`config.mk`:
```
export PLATFORM = sky130hd
export DESIGN_NAME = mbox_regs
export DESIGN_NICKNAME = d
export VERILOG_FILES = /design/src/soc_pkg.sv /design/src/mbox_regs.sv
export SDC_FILE = /design/constraint.sdc
export NUM_CORES = 1
export LEC_CHECK = 0
export ABC_CLOCK_PERIOD_IN_PS = 1700
export BUFFER_PORTS_ARGS = -buffer_cell sky130_fd_sc_hd__buf_2
export CAP_MARGIN = 10
export CORE_MARGIN = 1
export CORE_UTILIZATION = 40
export DETAILED_ROUTE_END_ITERATION = 7
export HOLD_SLACK_MARGIN = 0.15
export PLACE_DENSITY_LB_ADDON = 0.08
export SLEW_MARGIN = 10
export SYNTH_ARGS = -nofsm -noshare
export SYNTH_HDL_FRONTEND = slang
export SYNTH_SLANG_ARGS = --single-unit
```
`constraint.sdc`:
```
create_clock -name clk_i -period 1.7 [get_ports clk_i]
set_clock_uncertainty 0.15 [all_clocks]
set_input_delay 0.255 -clock clk_i [delete_from_list [all_inputs] [get_ports clk_i]]
set_output_delay 0.255 -clock clk_i [all_outputs]
set_load 0.02 [all_outputs]
```
`src/soc_pkg.sv`:
```
// ####################################################################
// shared widths, address map and bus types of the mini SoC
// L2 and mailbox windows are fixed here and must not overlap
// addresses are byte addresses, all accesses are full 32-bit words
// the two low address bits are ignored by every target
// ####################################################################

`default_nettype none

package soc_pkg;

  localparam int unsigned ADDR_W = 32;
  localparam int unsigned DATA_W = 32;

  typedef logic [ADDR_W-1:0] addr_t;
  typedef logic [DATA_W-1:0] data_t;

  // L2 memory window, 256 words
  localparam addr_t       L2_BASE  = 32'h0000_0000;
  localparam int unsigned L2_WORDS = 256;
  localparam addr_t       L2_SPAN  = addr_t'(L2_WORDS * 4);

  typedef logic [7:0] l2_idx_t;

  // mailbox window, four word registers
  localparam addr_t       MBOX_BASE  = 32'h0001_0000;
  localparam addr_t       MBOX_SPAN  = 32'd16;
  localparam int unsigned MBOX_DEPTH = 8;

  // status word layout, count sits in the low bits
  localparam int unsigned STAT_FULL_BIT  = 8;
  localparam int unsigned STAT_EMPTY_BIT = 9;

  typedef logic [3:0] mbox_cnt_t;

  // register index is the word offset inside the window
  typedef enum logic [1:0] {
    MBOX_DATA   = 2'd0,
    MBOX_STATUS = 2'd1,
    MBOX_THRESH = 2'd2,
    MBOX_IRQ_EN = 2'd3
  } mbox_reg_e;

  typedef enum logic [1:0] {
    TGT_NONE = 2'd0,
    TGT_L2   = 2'd1,
    TGT_MBOX = 2'd2
  } tgt_e;

  typedef struct packed {
    addr_t addr;
    logic  we;
    data_t wdata;
  } soc_req_t;

  typedef struct packed {
    data_t rdata;
    logic  err;
  } soc_rsp_t;

  typedef struct packed {
    mbox_reg_e reg_sel;
    logic      we;
    data_t     wdata;
  } mbox_acc_t;

  typedef struct packed {
    l2_idx_t idx;
    logic    we;
    data_t   wdata;
  } l2_acc_t;

endpackage

`default_nettype wire
```
`src/mbox_regs.sv`:
```
// ####################################################################
// host-side mailbox registers: data, status, threshold, irq enable
// overflow and underflow are refused and answered with err
// response is registered, one cycle after the select
// irq is a level, one cycle behind the FIFO count
// ####################################################################

`timescale 1ns/1ps
`default_nettype none

module mbox_regs import soc_pkg::*; (
  input  logic      clk_i,
  input  logic      rst_n_i,
  input  logic      sel_i,
  input  mbox_acc_t acc_i,
  output soc_rsp_t  rsp_o,
  output logic      push_o,
  output data_t     push_data_o,
  output logic      pop_o,
  input  data_t     head_i,
  input  mbox_cnt_t count_i,
  input  logic      full_i,
  input  logic      empty_i,
  output logic      irq_o
);

  logic      data_acc;
  data_t     status_word;
  soc_rsp_t  rsp_d;
  soc_rsp_t  rsp_q;
  mbox_cnt_t thresh_q;
  logic      irq_en_q;
  logic      irq_q;

  assign data_acc    = sel_i && (acc_i.reg_sel == MBOX_DATA);
  assign push_o      = data_acc && acc_i.we && !full_i;
  assign pop_o       = data_acc && !acc_i.we && !empty_i;
  assign push_data_o = acc_i.wdata;

  always_comb begin
    status_word                            = '0;
    status_word[$bits(mbox_cnt_t)-1:0]     = count_i;
    status_word[STAT_FULL_BIT]             = full_i;
    status_word[STAT_EMPTY_BIT]            = empty_i;
  end

  // writes always return zero data
  always_comb begin
    rsp_d.rdata = '0;
    rsp_d.err   = 1'b0;
    case (acc_i.reg_sel)
      MBOX_DATA: begin
        rsp_d.err = acc_i.we ? full_i : empty_i;
        if (!acc_i.we && !empty_i) begin
          rsp_d.rdata = head_i;
        end
      end
      MBOX_STATUS: rsp_d.rdata = acc_i.we ? '0 : status_word;
      MBOX_THRESH: rsp_d.rdata = acc_i.we ? '0 : data_t'(thresh_q);
      default:     rsp_d.rdata = acc_i.we ? '0 : data_t'(irq_en_q);
    endcase
  end

  always_ff @(posedge clk_i) begin
    if (sel_i) begin
      rsp_q <= rsp_d;
    end
  end

  assign rsp_o = rsp_q;

  always_ff @(posedge clk_i or negedge rst_n_i) begin
    if (!rst_n_i) begin
      thresh_q <= mbox_cnt_t'(1);
      irq_en_q <= 1'b0;
      irq_q    <= 1'b0;
    end else begin
      if (sel_i && acc_i.we && (acc_i.reg_sel == MBOX_THRESH)) begin
        thresh_q <= acc_i.wdata[$bits(mbox_cnt_t)-1:0];
      end
      if (sel_i && acc_i.we && (acc_i.reg_sel == MBOX_IRQ_EN)) begin
        irq_en_q <= acc_i.wdata[0];
      end
      // zero threshold keeps the line quiet
      irq_q <= irq_en_q && (thresh_q != '0) && (count_i >= thresh_q);
    end
  end

  assign irq_o = irq_q;

  // status and the push and pop guards rely on flags that agree with the count
  a_flags_match: assert property (@(posedge clk_i) disable iff (!rst_n_i)
    (full_i == (count_i == mbox_cnt_t'(MBOX_DEPTH))) && (empty_i == (count_i == '0)));

endmodule

`default_nettype wire

```
==> results of run 1 <==
per-stage QoR:
stage	worst slack (ns)	util [%]	hold WS, ns
3_5_place_dp	0.215	47.2	-0.0611
2_1_floorplan	0.159	-	-0.191
4_1_cts	0.229	56.6	0.157
5_1_grt	0.196	56.6	0.164
6_report	0.219	56.6	0.173
3_3_place_gp	0.250	47.2	-0.0641
worst max-delay path, stage by stage:
cell and delay (ns):
sky130_fd_sc_hd__dlygate4sd3_1 0.54, sky130_fd_sc_hd__buf_2 0.13, sky130_fd_sc_hd__buf_2 0.15
timing repair:
item                      CTS  global route
hold endpoints to repair   40             0
hold buffers               34             0
resized for setup           0             0
cell usage in the layout (no fill, tap or decap), drive strengths merged:
| master | n |
|---|---|
| o31a | 1 |
| bufinv | 1 |
| mux2 | 5 |
| edfxtp | 33 |
| o21ai | 4 |
| mux2i | 2 |
| clkbuf | 5 |
| nand3 | 1 |
| nor3 | 2 |
| dlygate4sd3 | 34 |
| a211oi | 2 |
| nor4 | 2 |
| inv | 4 |
| buf | 92 |
| dfstp | 1 |
| clkinv | 2 |
| dfrtp | 5 |
| and2b | 2 |
| a221oi | 1 |
| nand2 | 6 |
| ha | 4 |
| nand4 | 1 |
| o41ai | 1 |
| nor2 | 5 |
| a21oi | 1 |
| and2 | 27 |
| a22oi | 4 |
flip-flops by register name, summed over array words and instances (netlist names):
| signal | count |
|---|---|
| thresh_q | 4 |
| irq_en_q | 1 |
| irq_o | 1 |
| rsp_o | 33 |
final cells by class:
cell class	count	area [µm²]
flip-flops and latches	39	1140
clock buffers	5	68.8
well taps	67	83.8
fillers	407	2050
repair buffers	126	813
multi-input cells	71	513
inverters	4	15.0
clock inverters	3	38.8
routing by layer:
| metal | GRT usage, % | vias to the layer above | share of wire [%] |
|---|---|---|---|
| li1 | - | 685 | - |
| met1 | 16.2 | 647 | 37 |
| met2 | 28.9 | 84 | 50 |
| met3 | 7.50 | 26 | 9.0 |
| met4 | 10.0 | 0 | 3.9 |
| met5 | 0 | - | 0 |
final timing paths:
check / depth (start not counted) / slack, ns / end
worst max register to register: 4 / 0.24 / irq_o$_DFF_PN0_
max in group asynchronous: 2 / 1.00 / thresh_q[0]$_DFFE_PN1P_
worst min-delay path: 2 / 0.17 / irq_o$_DFF_PN0_
worst min register to register: 1 / 0.42 / irq_en_q$_DFFE_PN0P_
min in group clk_i: 3 / 0.18 / rsp_o[10]$_DFFE_PP_
worst max-delay path: 3 / 0.22 / push_data_o[3]
power groups by stage:
stage                     Clock (mW)  Combinational [mW]  Sequential, mW
after global routing           0.791               0.460            1.18
after floorplan                    0               0.233            1.26
after detailed placement           0               0.360            1.19
after global placement             0               0.354            1.19
final                          0.733               0.419            1.17
after CTS                      0.768               0.423            1.17
cells by family (layout without fill, tap and decap cells):
| group | after synthesis | in the layout | synth area share [%] |
|---|---|---|---|
| buffers and inverters | 42 | 138 | 15.9 |
| muxes | 7 | 7 | 3.88 |
| and+or+nand+nor | 46 | 46 | 14.7 |
| AOI/OAI and AO/OA | 14 | 14 | 4.89 |
| adders and majority gates | 4 | 4 | 2.54 |
| DFF | 39 | 39 | 58.0 |
==> reports/results.txt, run 1 <==
In the final layout, the share of cells above drive strength 1 is 46.8%. Buffers inserted during clock tree synthesis total 5. The logs give 4.17 mm for the total length of routed wires and 0.00223 mm² for the placed cell area. The maximum resistive drop on vdd came out at 0.388 mV. Tracing the worst setup path back leads to its startpoint at acc_i[3]. The tools report the latest clock arrival within the worst-skew pair as 0.28 ns. The proportion of netlist area held by the largest area contributor is 50.3%, and the final routed DRC violation total is 0. Relative to the synthesized area, the layout overhead comes to 35.9%.

The number of distinct library cell variants in the gate-level netlist after synthesis is 27. The run gives 39 as the CTS sink count. The largest buffer count on any clock path was 2.

The initial antenna violation count was 0. The tools report the hold violation total from the final report as 0. The via count of the first global-routing pass is 1460. The commonest cells after synthesis are sky130_fd_sc_hd__buf_4 (33), sky130_fd_sc_hd__edfxtp_1 (33), sky130_fd_sc_hd__and2_1 (20). The final critical path takes up 87.1% of the cycle.

The post-synthesis net count was 232. Maximum fanout encountered on the critical timing path: 2. The tools report the upper clock frequency limit as 675 MHz.

For the non-filler instance count after layout, the log shows 315. Power comes to 2.32 mW. The number of rows in the core area came out at 25. The run gives 0.00520 mm² as the die footprint. The clock network accounts for 31.6% of the total power. The clock-pin slew on the worst setup and hold paths was 0.07 ns. The tools report the final setup TNS as 0 ns. Counting flops and latches in the post-synthesis netlist gives 39.

For the number of warnings reported in the yosys synthesis log, the log shows 0. The flow ran to the end, and the final reports show no timing, DRC or antenna violations. The total global routing track utilization is 16.6%, and the die width is 72.1 µm. The transition time at the pin with the least slew margin was 0.273 ns; the maximum number of pins on one net before global-route repair was 30. 144 I/O pins were placed.

The number of diodes added for antenna fixing is 0, and the average wire per standard cell is 13.3 µm. The run gives 0 as the number of slew-limit violations in the final report. Of the total power, the share spent switching nets is 24.1%. The floorplan step set the die height to 72.1 µm. The worst slew margin relative to its limit was 81.5%; the internal power was 1.76 mW.

In this run the mean area of a mapped cell was 12.9 µm². The starting density of the core is 41.7%, and the number of port buffers is 87. The overflow left after global routing is 0. Type of the worst min-delay path: in2async. Setup violations remaining at the end of the flow were counted as 0. Clock tree synthesis selected as its root buffer the cell sky130_fd_sc_hd__clkbuf_8.

Subtracting the final worst setup slack from the clock period gives 1.48 ns. The run gives 0.00472 mm² as the floorplan core area. After legalization and detailed placement, the total HPWL measured 2.93 mm. Routability-driven placement finished with a final weighted congestion of 0.829. By area the synthesized netlist is led by sky130_fd_sc_hd__edfxtp_1 (50%), sky130_fd_sc_hd__buf_4 (13%), sky130_fd_sc_hd__and2_1 (6.4%).

The portion of total power attributed to combinational logic came out at 18.1%. The total setup buffers inserted after CTS was 0; the wire length of the first global-routing pass was 6.53 mm. Sequential cells burn 50.3% of the power. TritonCTS built the clock tree. Setup repair after global routing left no endpoint under its margin.

Areal power density over the cells: 866 mW/mm². For the number of levels in the clock H-tree, the log shows 2. Proportion of synthesized flip-flops having asynchronous set or reset: 15.4%. The dominant cell type by area after synthesis is sky130_fd_sc_hd__edfxtp_1. The worst setup path is captured at a primary output. The count of nets left with antenna violations once routing finished came out at 0. The most used flip-flop cell after synthesis is sky130_fd_sc_hd__edfxtp_1. After synthesis, flip-flops and latches occupy 58.0% of the total area. Data arrives at the worst endpoint at 1.08 ns. For this design the total switching power over the nets is 558 µW.

The number of design-rule violations left by the first detailed-router iteration was 36. Critical path start-end classification: in2out. The iteration count of the initial detailed-routing pass was 5; the cell count after placement was 273. After detailed routing, the number of vias per cell comes to 4.58.

The leakage power of the design was 1.18 nW; the total via count in the routed design was 1442. After synthesis the cells add up to 0.00197 mm². The tool flagged a number of max-cap violations equal to 0. The tools report the startpoint kind of the worst setup timing path as an input port.

STA puts the critical path data required time at 1.29 ns. The tools report the final net count as 327. The final design area excluding fillers was 0.00268 mm². The startpoint identified for the worst register-to-register timing path is thresh_q[0]$_DFFE_PN1P_. The synthesized design contains 33 enable-type register cells.

The tools report the synthesized instance count as 152.
(Power assumes the default switching activity.)
==> run 2, diff against run 1 <==
- PLACE_DENSITY: not set -> 0.87
- PLACE_DENSITY_LB_ADDON: 0.08 -> not set
==> run 2 against run 1 <==
Via count decreased by 2.4%. Register-to-register slack gained 0.02 ns. Combinational power is essentially flat. Sequential share of layout area fell by 0.080 points. Total power up 1.1%. Sequential power about the same. Worst setup slack lost 0.0029 ns. Highest routed layer unchanged.
==> reports/results.txt, run 2 (synthesized netlist as in run 1, its figures left out) <==
The worst register-to-register path ends at irq_o$_DFF_PN0_. After clock tree synthesis, the clock-pin slew on the worst setup and hold paths is 0.08 ns. The min-delay analysis places its worst path in the category in2async. Wires add up to 4.12 mm.

For the worst flop-to-flop path, the logic depth is 4. In the layout the commonest cells are sky130_fd_sc_hd__buf_2 (87), sky130_fd_sc_hd__dlygate4sd3_1 (34), sky130_fd_sc_hd__edfxtp_1 (33). The number of slew-limit violations in the final report came out at 0. After detailed routing, the average wire length per cell comes to 13.1 µm.

Before antenna repair, the detailed router went through 4 iterations. For the final routed database, the setup TNS stands at 0 ns. After floorplanning, the core was sized to cover 0.00472 mm². The floorplan step defined a die boundary enclosing 0.00520 mm².

The transition time at the pin with the least slew margin was 0.287 ns; the top-level port count was 144. Capture point of the worst path: push_data_o[3]. The logs give 5 for the total CTS buffers and 30 for the maximum number of pins on one net before global-route repair. The floorplan has 25 rows. The worst slew margin relative to its limit was 80.6%.

The startpoint identified for the worst register-to-register timing path is thresh_q[0]$_DFFE_PN1P_. The design draws 2.34 mW. Data on the critical path is required at its endpoint by 1.29 ns.

The detailed router finished its first iteration with 55 violations. After clock tree synthesis, the repair step resized 0 gates. Setup violations remaining at the end of the flow were counted as 0.

The count of buffers added on input and output ports is 87. TritonCTS built the clock tree. In the finished design, the share of the clock period the worst path needs comes to 87.3%. STA classifies the critical path endpoint as a primary output.

At the later pin of the worst-skew pair, clock insertion delay measures 0.29 ns. Tracing the worst setup path back leads to its startpoint at acc_i[3]. STA classifies the critical path startpoint as an input port. In the final design database the tool counted 327 nets. The repair_antennas step left the layout with diodes totalling 0. Compared with the post-synthesis result, the final layout area differs by 36.2%.

Measured along the y axis, the die boundary spans 72.1 µm. The critical path start-end classification was in2out. The signal arrival time at the worst endpoint is 1.08 ns, and the initial antenna violation count is 0. Global routing finished with a remaining overflow of 0.

The cell count after placement is 273. The via count normalized by instance count works out to 4.47. Across all hold checks on the routed design, the worst slack comes to 0.177 ns. Via count of the first global-routing pass: 1326. In this run the worst path has a maximum fanout of 2. The placed cell area was 0.00223 mm². The number of flip-flops under the largest register name is 33, and the largest buffer count on any clock path is 2.

In the routed design, unresolved DRC markers number 0. The CTS sink count was 39. The wire length of the first global-routing pass is 5.93 mm.

For the non-filler instance count after layout, the log shows 315. Subtracting the final worst setup slack from the clock period gives 1.48 ns. The areal power density over the cells is 874 mW/mm², and the number of nets with antenna violations after detailed routing is 0.

At the end of routability-driven placement, the weighted congestion stood at 0.727. Reported max-cap violation count: 0. Setup repair after global routing left no endpoint under its margin. Upper clock frequency limit: 674 MHz. For this configuration, the core starts out at a cell density of 41.7%.

Across all layers, the routed design uses 1407 vias. The final design area excluding fillers is 0.00268 mm². The worst-case IR drop observed on VDD is 0.424 mV. The H-tree was split into 2 levels. The run finished with clean final reports. From left edge to right edge, the die measures 72.1 µm. Cells with a size suffix above 1 make up 47.2% of the layout. In this run the register-to-register setup slack is 0.26 ns. For this run, the total global-route usage over all layers was measured as 15.4%. The tools report the hold violation total from the final report as 0. Summed over all cells, the static leakage comes to 1.19 nW.

The commonest non-fill, non-tap cell in the layout is sky130_fd_sc_hd__buf_2. The root buffer cell chosen for the clock tree is sky130_fd_sc_hd__clkbuf_8.
run 2: critical path, stage by stage:
cell,delay (ns)
sky130_fd_sc_hd__dlygate4sd3_1,0.54
sky130_fd_sc_hd__buf_2,0.13
sky130_fd_sc_hd__buf_2,0.15
run 2: worst min path at each step:
stage          startpoint                 endpoint  slack [ns]  cells after the start
6_report          rst_n_i  thresh_q[3]$_DFFE_PN0P_        0.18                      2
5_1_grt           rst_n_i          irq_o$_DFF_PN0_        0.18                      2
4_1_cts           rst_n_i  thresh_q[3]$_DFFE_PN0P_        0.16                      2
3_5_place_dp      rst_n_i  thresh_q[3]$_DFFE_PN0P_       -0.06                      1
3_3_place_gp      rst_n_i  thresh_q[3]$_DFFE_PN0P_       -0.06                      1
2_1_floorplan     rst_n_i     irq_en_q$_DFFE_PN0P_       -0.19                      0
run 2: stage by stage:
step	setup slack [ns]	utilization, %
after floorplan	0.159	-
after global placement	0.247	47.2
after detailed placement	0.223	47.2
after CTS	0.214	56.7
after global routing	0.196	56.7
final	0.216	56.7
run 2: repair_timing:
item                      4_1_cts  5_1_grt
hold endpoints to repair       40        0
hold buffers                   34        0
setup buffers                   0        0
run 2: metal layers:
metal	track usage (%)	wire length, µm
met1	16.1	1630
met2	28.5	2100
met3	4.03	290
met4	7.63	97
met5	0	0
run 2: report_power, final:
| part | internal [mW] | total [mW] | switching, mW |
|---|---|---|---|
| combinational | 0.205 | 0.419 | 0.215 |
| sequential | 1.13 | 1.17 | 0.0408 |
| clock | 0.437 | 0.757 | 0.320 |
run 2: layout make-up:
class                      instances  area, µm²
multi-input combinational         71        513
clock inverter                     3       43.8
fill                             382       2040
sequential                        39       1140
tap                               67       83.8
clock buffer                       5       68.8
timing repair buffer             126        813
inverter                           4       15.0
==> run 3, diff against run 2 <==
- ABC_CLOCK_PERIOD_IN_PS: 1700 -> 1660
- PLACE_DENSITY: 0.87 -> 0.79
- clock period: 1.7 -> 1.66 ns (I/O delays scaled with it)
==> run 3 against run 2 <==
Sequential share of layout area down 0.43 points. Sequential cell count stayed put. Combinational power up 4%.
==> reports/results.txt, run 3 (synthesized netlist as in run 1, its figures left out) <==
The run finished with clean final reports. The worst slew margin relative to its limit was 80.6%. The initial utilization of the core area, before any placement, comes to 41.7%.

In this run the core area contains 25 standard-cell rows. The upper clock frequency limit is 681 MHz, and the signal arrival time at the worst endpoint is 1.07 ns. The areal power density over the cells came out at 948 mW/mm². The type of the worst min-delay path was in2reg. The logs give 0 for the initial antenna violation count and 0.21 ns for the setup slack of the most critical reg-to-reg path. The first global-routing pass estimated 7.45 mm of wire. The die span in y was 72.1 µm. TritonCTS built the clock tree. The final layout contains routed wiring with a total length of 4.96 mm. The fraction of the cycle the final worst path needs came out at 88.5%.

The clock drives 39 sinks. The run gives 0 as the number of slew-limit violations in the final report. The number of antenna diodes in the final layout is 0.

The run gives 0 as the reported max-cap violation count. In this design, the stage delay of the slowest critical-path cell is 0.53 ns. In this run, the number of DRC markers left after iteration 0 of detailed routing was 111. Entering global routing, the biggest net connects 30 pins.

Setup repair after global routing left no endpoint under its margin. The overflow left after global routing was 0. The register with the most flip-flops in the layout has 33 of them. Iteration count of the initial detailed-routing pass: 4. Clock latency on the worst-skew pair, taken at its later pin, is 0.29 ns. The signal on the critical path passes through dlygate4sd3_1 -> buf_2 -> buf_2.

The final weighted congestion in routability-driven placement is 0.792, and the fraction of final layout cells sized beyond drive strength 1 is 47.0%. The run gives 2 as the largest buffer count on any clock path. At the pin with the least slew margin, the transition time is 0.288 ns. The routed design uses 496 µm of met3 wire.

The slowest stage of the critical path belongs to the cell sky130_fd_sc_hd__dlygate4sd3_1. The critical path is of the in2out type. For this run, the post-layout net count is 328. The worst setup path is launched from an input port. Hold is met by 0.164 ns.

The final setup TNS is 0 ns. In the layout the commonest cells are sky130_fd_sc_hd__buf_2 (87), sky130_fd_sc_hd__dlygate4sd3_1 (34), sky130_fd_sc_hd__edfxtp_1 (33). The total CTS buffers was 5. The via count of the first global-routing pass was 1481. The detailed router put a total of 1.85 mm of wire on met1. After detailed routing, the number of remaining DRC violations is 0.

Leaving out fill and tap cells, the most frequent cell in the layout is sky130_fd_sc_hd__buf_2. For this block, the via count after detailed routing is 1458. The tools report the maximum resistive drop on vdd as 0.415 mV. Across all setup checks in the final design, the least slack found is 0.191 ns.

Area growth from synthesis to final layout: 37.6%. The run gives 2 as the number of levels in the clock H-tree. In this run the static leakage power is 1.20 nW. The routed design uses 2.49 mm of met2 wire.

For the top-level port count, the log shows 144. For the worst setup path, the data required time is 1.26 ns. The total power is 2.57 mW, and the placement-stage worst setup slack is 0.173 ns. Kind of capture point of the worst setup path: a primary output. The total setup violations reported at the end of the flow is 0. Post-CTS repair changed the size of 0 cells. The die width works out to 72.1 µm.

The region available for standard cell placement spans 0.00472 mm². The via count normalized by instance count is 4.61, and the total setup buffers inserted after CTS is 0. The number of port buffers came out at 87. Along the worst path, the maximum fanout reaches 3. The top layer reached by signal wires was met4. Clock-pin slew was measured on the worst setup and hold paths at 0.07 ns. The floorplan step defined a die boundary enclosing 0.00520 mm². The total global routing track utilization is 19.4%. Summed over all nets, the half-perimeter wirelength after detailed placement is 3.07 mm. The hold violation total from the final report was 0; the average wire per standard cell was 15.7 µm. The most common cell type on the critical path is sky130_fd_sc_hd__buf_2.

The tools report the clock root buffer master as sky130_fd_sc_hd__clkbuf_8. The detail route stage leaves a number of antenna-violating nets equal to 0. The clock period could shrink to 1.47 ns.
[run 3: changes by cell type in the layout (fill, tap and decap cells not counted), sizes merged]
cell / change
bufinv: +1
clkbuf: +1
clkinv: -2
buf: +1
[run 3: final timing paths]
kind | start | to | cells past startpoint
max reg2reg | thresh_q[0]$_DFFE_PN1P_ | irq_o$_DFF_PN0_ | 4
min | sel_i | rsp_o[2]$_DFFE_PP_ | 1
max | acc_i[0] | push_data_o[0] | 3
min reg2reg | irq_en_q$_DFFE_PN0P_ | irq_en_q$_DFFE_PN0P_ | 1
min in group asynchronous | rst_n_i | irq_en_q$_DFFE_PN0P_ | 2
max in group asynchronous | rst_n_i | thresh_q[0]$_DFFE_PN1P_ | 2
[run 3: layout make-up]
| class | instances | area, µm² |
|---|---|---|
| flip-flops and latches | 39 | 1140 |
| repair buffers | 127 | 821 |
| well taps | 67 | 83.8 |
| fillers | 343 | 2020 |
| clock inverters | 2 | 60.1 |
| multi-input cells | 71 | 513 |
| clock buffers | 6 | 72.6 |
| inverters | 4 | 15.0 |
[run 3: metal layers]
layer | up-vias | GRT usage [%]
met2 | 82 | 34.3
met3 | 23 | 5.97
met5 | - | 0
li1 | 685 | -
met1 | 668 | 20.8
met4 | 0 | 9.80
[run 3: power breakdown]
part | switching (mW) | total, mW | internal (mW) | leakage [nW]
Sequential | 0.0482 | 1.20 | 1.15 | 0.389
Clock | 0.327 | 0.927 | 0.601 | 0.0654
Combinational | 0.226 | 0.437 | 0.211 | 0.745
Total | 0.600 | 2.57 | 1.97 | 1.20
[run 3: stage by stage]
stage | utilization [%] | std cells | area (µm²)
2_1_floorplan | - | 152 | 1970
3_3_place_gp | 47.3 | 274 | 2230
3_5_place_dp | 47.3 | 274 | 2230
4_1_cts | 57.3 | 316 | 2710
5_1_grt | 57.3 | 316 | 2710
6_report | 57.3 | 316 | 2710
[run 3: timing repair]
item,in CTS,in global routing
hold buffers,34,0
hold endpoints to repair,40,0
endpoints found under the setup margin,0,0
[run 3: worst max-delay path, delay by kind of cell]
kind,cells,cell delay [ns]
buffers and inverters,3,0.82
